===== src/pcs_format_pkg.sv =====
`default_nettype none

package pcs_format_pkg;

    // clause 49 block layout
    localparam int NB_DATA_RAW   = 64;
    localparam int NB_SH         = 2;
    localparam int NB_DATA_CODED = NB_DATA_RAW + NB_SH;

    // sync header values, bit 0 first on the line
    localparam logic [NB_SH-1:0] SH_DATA = 2'b01;
    localparam logic [NB_SH-1:0] SH_CTRL = 2'b10;

    // control block types, payload bits 7:0
    localparam logic [7:0] BT_IDLE   = 8'h1E;
    localparam logic [7:0] BT_TERM_0 = 8'h87;
    localparam logic [7:0] BT_TERM_1 = 8'h99;
    localparam logic [7:0] BT_TERM_2 = 8'hAA;
    localparam logic [7:0] BT_TERM_3 = 8'hB4;
    localparam logic [7:0] BT_TERM_4 = 8'hCC;
    localparam logic [7:0] BT_TERM_5 = 8'hD2;
    localparam logic [7:0] BT_TERM_6 = 8'hE1;
    localparam logic [7:0] BT_TERM_7 = 8'hFF;

    // what the result stage makes of a block
    typedef enum logic [2:0] {
        KIND_DATA       = 3'd0,
        KIND_IDLE       = 3'd1,
        KIND_TERM       = 3'd2,
        KIND_CTRL_OTHER = 3'd3,
        KIND_SH_ERR     = 3'd4
    } block_kind_t;

endpackage

`default_nettype wire


===== src/pcs_rx_cfg_pkg.sv =====
`default_nettype none

package pcs_rx_cfg_pkg;

    // self-synchronous descrambler, x^58 + x^39 + 1
    localparam int NB_SCR_STATE = 58;
    localparam int SCR_TAP_A    = 39;
    localparam int SCR_TAP_B    = 58;

    // block counters wrap at this width
    localparam int NB_BLOCK_COUNTER = 16;

endpackage

`default_nettype wire


===== src/pcs_block_if.sv =====
`timescale 1ns/1ps
`default_nettype none

interface pcs_block_if;

    logic                                   valid;
    logic                                   ready;
    logic [pcs_format_pkg::NB_DATA_RAW-1:0] data;
    // header was 10
    logic                                   ctrl;
    // header was 00 or 11
    logic                                   sh_err;

    modport source (
        output valid,
        output data,
        output ctrl,
        output sh_err,
        input  ready
    );

    modport sink (
        input  valid,
        input  data,
        input  ctrl,
        input  sh_err,
        output ready
    );

endinterface

`default_nettype wire


===== src/pcs_block_counter.sv =====
`timescale 1ns/1ps
`default_nettype none

module pcs_block_counter (
    input  wire                                          i_clock,
    input  wire                                          i_rst_n,

    pcs_block_if.sink                                    s_in,

    output logic                                         o_valid,
    input  wire                                          i_ready,
    output logic [pcs_format_pkg::NB_DATA_RAW-1:0]       o_data,
    output logic                                         o_ctrl,

    output logic [pcs_rx_cfg_pkg::NB_BLOCK_COUNTER-1:0]  o_n_data,
    output logic [pcs_rx_cfg_pkg::NB_BLOCK_COUNTER-1:0]  o_n_idle,
    output logic [pcs_rx_cfg_pkg::NB_BLOCK_COUNTER-1:0]  o_n_term,
    output logic [pcs_rx_cfg_pkg::NB_BLOCK_COUNTER-1:0]  o_n_error
);

    pcs_format_pkg::block_kind_t kind;
    pcs_format_pkg::block_kind_t kind_q;
    logic [7:0]                  block_type;
    logic                        in_xfer;
    logic                        out_xfer;

    assign block_type = s_in.data[7:0];

    // header error wins over everything, then data, then control types
    always_comb begin
        if (s_in.sh_err) begin
            kind = pcs_format_pkg::KIND_SH_ERR;
        end else if (!s_in.ctrl) begin
            kind = pcs_format_pkg::KIND_DATA;
        end else if (block_type == pcs_format_pkg::BT_IDLE) begin
            kind = pcs_format_pkg::KIND_IDLE;
        end else if (block_type inside {pcs_format_pkg::BT_TERM_0, pcs_format_pkg::BT_TERM_1,
                                        pcs_format_pkg::BT_TERM_2, pcs_format_pkg::BT_TERM_3,
                                        pcs_format_pkg::BT_TERM_4, pcs_format_pkg::BT_TERM_5,
                                        pcs_format_pkg::BT_TERM_6, pcs_format_pkg::BT_TERM_7}) begin
            kind = pcs_format_pkg::KIND_TERM;
        end else begin
            kind = pcs_format_pkg::KIND_CTRL_OTHER;
        end
    end

    assign s_in.ready = !o_valid || i_ready;
    assign in_xfer    = s_in.valid && s_in.ready;
    assign out_xfer   = o_valid && i_ready;

    always_ff @(posedge i_clock or negedge i_rst_n) begin
        if (!i_rst_n) begin
            o_valid <= 1'b0;
        end else if (s_in.ready) begin
            o_valid <= s_in.valid;
        end
    end

    always_ff @(posedge i_clock) begin
        if (in_xfer) begin
            o_data <= s_in.data;
            o_ctrl <= s_in.ctrl;
            kind_q <= kind;
        end
    end

    // count on the edge where the block leaves the lane
    always_ff @(posedge i_clock or negedge i_rst_n) begin
        if (!i_rst_n) begin
            o_n_data  <= '0;
            o_n_idle  <= '0;
            o_n_term  <= '0;
            o_n_error <= '0;
        end else if (out_xfer) begin
            case (kind_q)
                pcs_format_pkg::KIND_DATA:   o_n_data  <= o_n_data + 1'b1;
                pcs_format_pkg::KIND_IDLE:   o_n_idle  <= o_n_idle + 1'b1;
                pcs_format_pkg::KIND_TERM:   o_n_term  <= o_n_term + 1'b1;
                pcs_format_pkg::KIND_SH_ERR: o_n_error <= o_n_error + 1'b1;
                // other control types are passed on uncounted
                default: ;
            endcase
        end
    end

endmodule

`default_nettype wire


===== src/pcs_descrambler.sv =====
`timescale 1ns/1ps
`default_nettype none

module pcs_descrambler (
    input  wire        i_clock,
    input  wire        i_rst_n,
    input  wire        i_bypass,

    pcs_block_if.sink   s_in,
    pcs_block_if.source m_out
);

    logic [pcs_rx_cfg_pkg::NB_SCR_STATE-1:0] scr_state;
    logic [pcs_rx_cfg_pkg::NB_SCR_STATE-1:0] scr_state_next;
    logic [pcs_format_pkg::NB_DATA_RAW-1:0]  descr_data;
    logic                                    in_xfer;

    assign s_in.ready = !m_out.valid || m_out.ready;
    assign in_xfer    = s_in.valid && s_in.ready;

    // bit 0 of the payload is the first on the line, so it goes first.
    // state bit 0 is the most recent received bit, tap n sits at index n-1
    always_comb begin
        scr_state_next = scr_state;
        for (int i = 0; i < pcs_format_pkg::NB_DATA_RAW; i++) begin
            descr_data[i] = s_in.data[i]
                          ^ scr_state_next[pcs_rx_cfg_pkg::SCR_TAP_A-1]
                          ^ scr_state_next[pcs_rx_cfg_pkg::SCR_TAP_B-1];
            // received, still scrambled bit enters the state
            scr_state_next = {scr_state_next[pcs_rx_cfg_pkg::NB_SCR_STATE-2:0], s_in.data[i]};
        end
    end

    // state tracks the line in bypass too, so leaving bypass needs no resync
    always_ff @(posedge i_clock or negedge i_rst_n) begin
        if (!i_rst_n) begin
            scr_state <= '0;
        end else if (in_xfer) begin
            scr_state <= scr_state_next;
        end
    end

    always_ff @(posedge i_clock or negedge i_rst_n) begin
        if (!i_rst_n) begin
            m_out.valid <= 1'b0;
        end else if (s_in.ready) begin
            m_out.valid <= s_in.valid;
        end
    end

    always_ff @(posedge i_clock) begin
        if (in_xfer) begin
            m_out.data   <= i_bypass ? s_in.data : descr_data;
            m_out.ctrl   <= s_in.ctrl;
            m_out.sh_err <= s_in.sh_err;
        end
    end

endmodule

`default_nettype wire


===== src/pcs_rx_lane.sv =====
`timescale 1ns/1ps
`default_nettype none

module pcs_rx_lane (
    input  wire                                          i_clock,
    input  wire                                          i_rst_n,

    input  wire                                          i_valid,
    output logic                                         o_ready,
    input  wire [pcs_format_pkg::NB_DATA_CODED-1:0]      i_block,

    input  wire                                          i_descrambler_bypass,

    output logic                                         o_valid,
    input  wire                                          i_ready,
    output logic [pcs_format_pkg::NB_DATA_RAW-1:0]       o_data,
    output logic                                         o_ctrl,

    output logic [pcs_rx_cfg_pkg::NB_BLOCK_COUNTER-1:0]  o_n_data,
    output logic [pcs_rx_cfg_pkg::NB_BLOCK_COUNTER-1:0]  o_n_idle,
    output logic [pcs_rx_cfg_pkg::NB_BLOCK_COUNTER-1:0]  o_n_term,
    output logic [pcs_rx_cfg_pkg::NB_BLOCK_COUNTER-1:0]  o_n_error
);

    // decode to execute, execute to result
    pcs_block_if dec_exe_if ();
    pcs_block_if exe_res_if ();

    pcs_sh_decoder u_sh_decoder (
        .i_clock (i_clock),
        .i_rst_n (i_rst_n),
        .i_valid (i_valid),
        .o_ready (o_ready),
        .i_block (i_block),
        .m_out   (dec_exe_if.source)
    );

    pcs_descrambler u_descrambler (
        .i_clock  (i_clock),
        .i_rst_n  (i_rst_n),
        .i_bypass (i_descrambler_bypass),
        .s_in     (dec_exe_if.sink),
        .m_out    (exe_res_if.source)
    );

    pcs_block_counter u_block_counter (
        .i_clock   (i_clock),
        .i_rst_n   (i_rst_n),
        .s_in      (exe_res_if.sink),
        .o_valid   (o_valid),
        .i_ready   (i_ready),
        .o_data    (o_data),
        .o_ctrl    (o_ctrl),
        .o_n_data  (o_n_data),
        .o_n_idle  (o_n_idle),
        .o_n_term  (o_n_term),
        .o_n_error (o_n_error)
    );

endmodule

`default_nettype wire


===== src/pcs_sh_decoder.sv =====
`timescale 1ns/1ps
`default_nettype none

module pcs_sh_decoder (
    input  wire                                       i_clock,
    input  wire                                       i_rst_n,

    input  wire                                       i_valid,
    output logic                                      o_ready,
    input  wire [pcs_format_pkg::NB_DATA_CODED-1:0]   i_block,

    pcs_block_if.source                               m_out
);

    logic [pcs_format_pkg::NB_SH-1:0]       sync_header;
    logic [pcs_format_pkg::NB_DATA_RAW-1:0] payload;
    logic                                   hdr_ctrl;
    logic                                   hdr_err;
    logic                                   in_xfer;

    // header in bits 1:0, payload above it
    assign sync_header = i_block[pcs_format_pkg::NB_SH-1:0];
    assign payload     = i_block[pcs_format_pkg::NB_DATA_CODED-1:pcs_format_pkg::NB_SH];

    assign hdr_ctrl = (sync_header == pcs_format_pkg::SH_CTRL);
    // 00 and 11 are both invalid
    assign hdr_err  = (sync_header != pcs_format_pkg::SH_DATA) &&
                      (sync_header != pcs_format_pkg::SH_CTRL);

    // slice accepts when empty or draining this cycle
    assign o_ready = !m_out.valid || m_out.ready;
    assign in_xfer = i_valid && o_ready;

    always_ff @(posedge i_clock or negedge i_rst_n) begin
        if (!i_rst_n) begin
            m_out.valid <= 1'b0;
        end else if (o_ready) begin
            m_out.valid <= i_valid;
        end
    end

    always_ff @(posedge i_clock) begin
        if (in_xfer) begin
            m_out.data   <= payload;
            m_out.ctrl   <= hdr_ctrl;
            m_out.sh_err <= hdr_err;
        end
    end

endmodule

`default_nettype wire


===== config.mk =====
export PLATFORM = sky130hd
export DESIGN_NAME = pcs_rx_lane
export DESIGN_NICKNAME = d
export VERILOG_FILES = /design/src/pcs_format_pkg.sv /design/src/pcs_rx_cfg_pkg.sv /design/src/pcs_block_if.sv /design/src/pcs_block_counter.sv /design/src/pcs_descrambler.sv /design/src/pcs_rx_lane.sv /design/src/pcs_sh_decoder.sv
export SDC_FILE = /design/constraint.sdc
export NUM_CORES = 1
export LEC_CHECK = 0
export BUFFER_PORTS_ARGS = -buffer_cell sky130_fd_sc_hd__buf_2
export CAP_MARGIN = 10
export CELL_PAD_IN_SITES_DETAIL_PLACEMENT = 1
export CELL_PAD_IN_SITES_GLOBAL_PLACEMENT = 2
export CORE_MARGIN = 2
export CORE_UTILIZATION = 25
export CTS_CLUSTER_SIZE = 28
export DETAILED_ROUTE_END_ITERATION = 16
export HOLD_SLACK_MARGIN = 0.06
export PLACE_DENSITY_LB_ADDON = 0.1
export SLEW_MARGIN = 15
export SYNTH_ARGS = -nofsm -noshare
export SYNTH_HDL_FRONTEND = slang
export SYNTH_SLANG_ARGS = --single-unit

===== constraint.sdc =====
create_clock -name i_clock -period 3.64 [get_ports i_clock]
set_input_delay 0 -clock i_clock [delete_from_list [all_inputs] [get_ports i_clock]]
set_output_delay 0 -clock i_clock [all_outputs]
set_load 0.03 [all_outputs]

==> flow_summary.yaml <==
timing:
  rsz0062_at_grt: "no"
  tns_ps: 0
  setup_viol: 0
  hold_violations: 0
  finalCriticalPeriod_ps: 2160
  fin_skew_ps: 18.7
  slew_viol_final: 0
  finalCritPeriodShare_pct: 59.4
  hold_slack_ps: 127
  maxSlewHeadroom_pct: 28.1
  worst_pin_slew_ps: 1080
  clock.fmax_ghz: 0.463
floorplan:
  core_um2: 50200
  num_io_pins: 202
  rows: 82
  die_w_um: 229
  design.die.area_um2: 52600
  initial_core_util_pct: 25.3
  die_y_um: 229
cells_and_area:
  seqCellArea_um2: 9130
  multi_input_area_um2: 3460
  drive_above_1_share_pct: 29.0
  final_nets: 1194
  fillers: 5290
  synthToLayoutAreaGrowth_pct: 29.8
yosys:
  ys_async_sr_fraction_pct: 38.5
  synth_cells: 811
  synth_cell_type_count: 37
  netlist.area_leader.share_pct: 47.3
  synth.area.top_cells: "edfxtp_1 (47%), dfrtp_1 (25%), xnor2_1 (6.6%)"
  yosysTopAreaCell: "edfxtp_1"
  syn-num-nets: 887
  syn-cell-area_um2: 12700
  yosys_warnings: 0
  synth_edf_count: 200
  synth_seq_cells: 325
  syn_area_per_cell_um2: 15.7
  ys_seq_area_share_pct: 71.9
  synth_top_flop_cell: "edfxtp_1"
clock_network:
  clock-sinks: 325
  clk_latency_ps: 560
  htreeDepth: 2
  clockBufferDepth: 3
  cts_tree: "built"
  clkTransAtPathRegs_ps: 60
  post_cts_resize_count: 0
  cts_root_buf: "clkbuf_16"
  cts_buffers: 41
route:
  dr.pass1.iters: 4
  drc_errors: 0
  vias: 7368
  via_per_inst: 4.05
  drt_iter0_drc: 340
  ant_nets: 0
  wl_um: 32200
  wl_per_cell_um: 17.7
critical_path:
  worstPathMaxFanout: 36
  slowest_delay_ps: 510
  reg2regPathDepth: 5
  cp-endpoint: "u_descrambler.scr_state[34]$_DFFE_PN0P_"
  crit_slowest_cell: "buf_4"
  startpoint: "u_block_counter.o_valid$_DFFE_PN0P_"
  end_kind: "flip-flop"
  cp.arrival_ps: 2600
  crit_family: "simple AND/OR/NAND/NOR gates"
  cp_cell_sequence: "nor2b_1 -> nand2_1 -> nand2_4 -> buf_4 -> mux2_2"
  cp.depth: 5
  rr_startpoint: "u_block_counter.o_valid$_DFFE_PN0P_"
  r2r-end: "u_descrambler.scr_state[34]$_DFFE_PN0P_"
  crit_type: "flip-flop to flip-flop"
  worstPathRequired_ps: 4080
  cp-start-kind: "flip-flop"
  worst-path-buf-inv: 1
  r2r_setup_slack_ps: 1480
placement:
  port-buffer-count: 201
  gp_congestion: 0.691
  dpl.hpwl_um: 21000
global_routing:
  grt.total_usage_pct: 12.5
  grt_start_max_net_pins: 85
  grt_pass1_vias: 7968
  grt_pass1_wl_um: 49900
  antenna_found_initial: 2
  grt-ovfl-total: 0
min_path:
  hold_class: "primary input to async pin"
power:
  power_per_cell_area_nw_per_um2: 622
  leakagePower_nw: 6.72
  max-vdd-ir-drop_mv: 0.251
job:
  drv_cap: 0
status:
  status: "finished, final reports clean"
## cell families after synthesis
| kind of cell | count (synthesis) | share of synthesized area (%) |
|---|---|---|
| DFF | 325 | 71.9 |
| and+or+nand+nor | 195 | 7.83 |
| xor gates and xnor gates | 188 | 13.0 |
| muxes | 62 | 5.49 |
| buffers and inverters | 30 | 0.985 |
| AOI/OAI and AO/OA | 6 | 0.355 |
| adders and majority gates | 5 | 0.492 |
## registers in the layout, indices dropped and copies added (netlist names), 3 cells and up
signal                     cells
u_block_counter.kind_q         3
u_block_counter.o_data        64
u_block_counter.o_n_data      16
u_block_counter.o_n_error     16
u_block_counter.o_n_idle      16
u_block_counter.o_n_term      16
u_descrambler.m_out.data      64
u_descrambler.scr_state       58
u_sh_decoder.m_out.data       64
## cell usage after synthesis, types with 2 or more instances
cell type  count
xnor2_1       96
mux2_2        62
edfxtp_1     200
buf_2          7
nor2b_1        2
and4_1         8
nand4_1       14
xor2_1        92
clkbuf_1       8
nor4_2         2
and3_1         4
nor2_1        83
nand2_1       24
and2_1         3
nor3_1        14
nor4bb_1       5
or4_1          2
nor3b_1        2
or4bb_1        2
inv_1         14
nand3_1       15
ha_1           5
dfrtp_1      125
nand2b_1       7
nor4_1         3
## layout by cell type (no fill, tap or decap), types with 15 or more instances in the layout
cell             n
nand3_1         15
buf_2          200
xnor2_1         96
dlygate4sd3_1   71
clkbuf_16       41
dfrtp_1        125
nand2_1         23
xor2_1          92
nor2_1          83
mux2_2          62
edfxtp_1       200
## worst min-delay path by stage
stage | slack, ps | to | depth (start not counted) | startpoint
after floorplan | -300 | u_block_counter.o_n_data[0]$_DFFE_PN0P_ | 0 | i_rst_n
after global placement | 170 | u_block_counter.o_n_idle[14]$_DFFE_PN0P_ | 1 | i_rst_n
after detailed placement | 160 | u_block_counter.o_n_idle[12]$_DFFE_PN0P_ | 1 | i_rst_n
after CTS | 100 | u_sh_decoder.m_out.data[59]$_DFFE_PP_ | 2 | i_block[61]
after global routing | 130 | u_sh_decoder.m_out.data[21]$_DFFE_PP_ | 2 | i_block[23]
final | 130 | u_block_counter.o_n_idle[10]$_DFFE_PN0P_ | 2 | i_rst_n
## layout make-up
type | count | area share, %
sequential | 325 | 55.4
tap | 672 | 5.10
timing repair buffer | 280 | 10.9
multi-input combinational | 456 | 21.0
inverter | 14 | 0.326
clock buffer | 56 | 6.62
antenna | 1 | 0.0152
clock inverter | 17 | 0.705
## routing by layer
metal  vias up  track usage, %  share of wire, %
met1      3692            17.1                47
li1       3476               -                 -
met2       150            19.3                46
met4         2            4.75               2.6
met5         -               0             0.040
met3        48            2.64               4.4
## power breakdown
group          leakage [nW]  switching (W)  internal (W)
Clock                 0.598        0.00157       0.00217
Combinational          2.66       0.000913      0.000649
Sequential             3.47       0.000418       0.00454
## through the flow
step	worst slack (ps)	area (µm²)	power, W	std cells	util [%]
after CTS	1400	16500	0.0105	1820	32.9
after global routing	1270	16500	0.0108	1821	32.9
after detailed placement	1400	14600	0.00658	1676	29.0
after global placement	1430	14600	0.00657	1676	29.0
final	1480	16500	0.0103	1821	32.9
after floorplan	607	12700	0.00598	811	-
## repair_timing
action                    4_1_cts  5_1_grt
setup buffers                   0        0
hold endpoints to repair      153        0
hold buffers                   71        0
No activity file was read; power rests on OpenSTA's default activity.
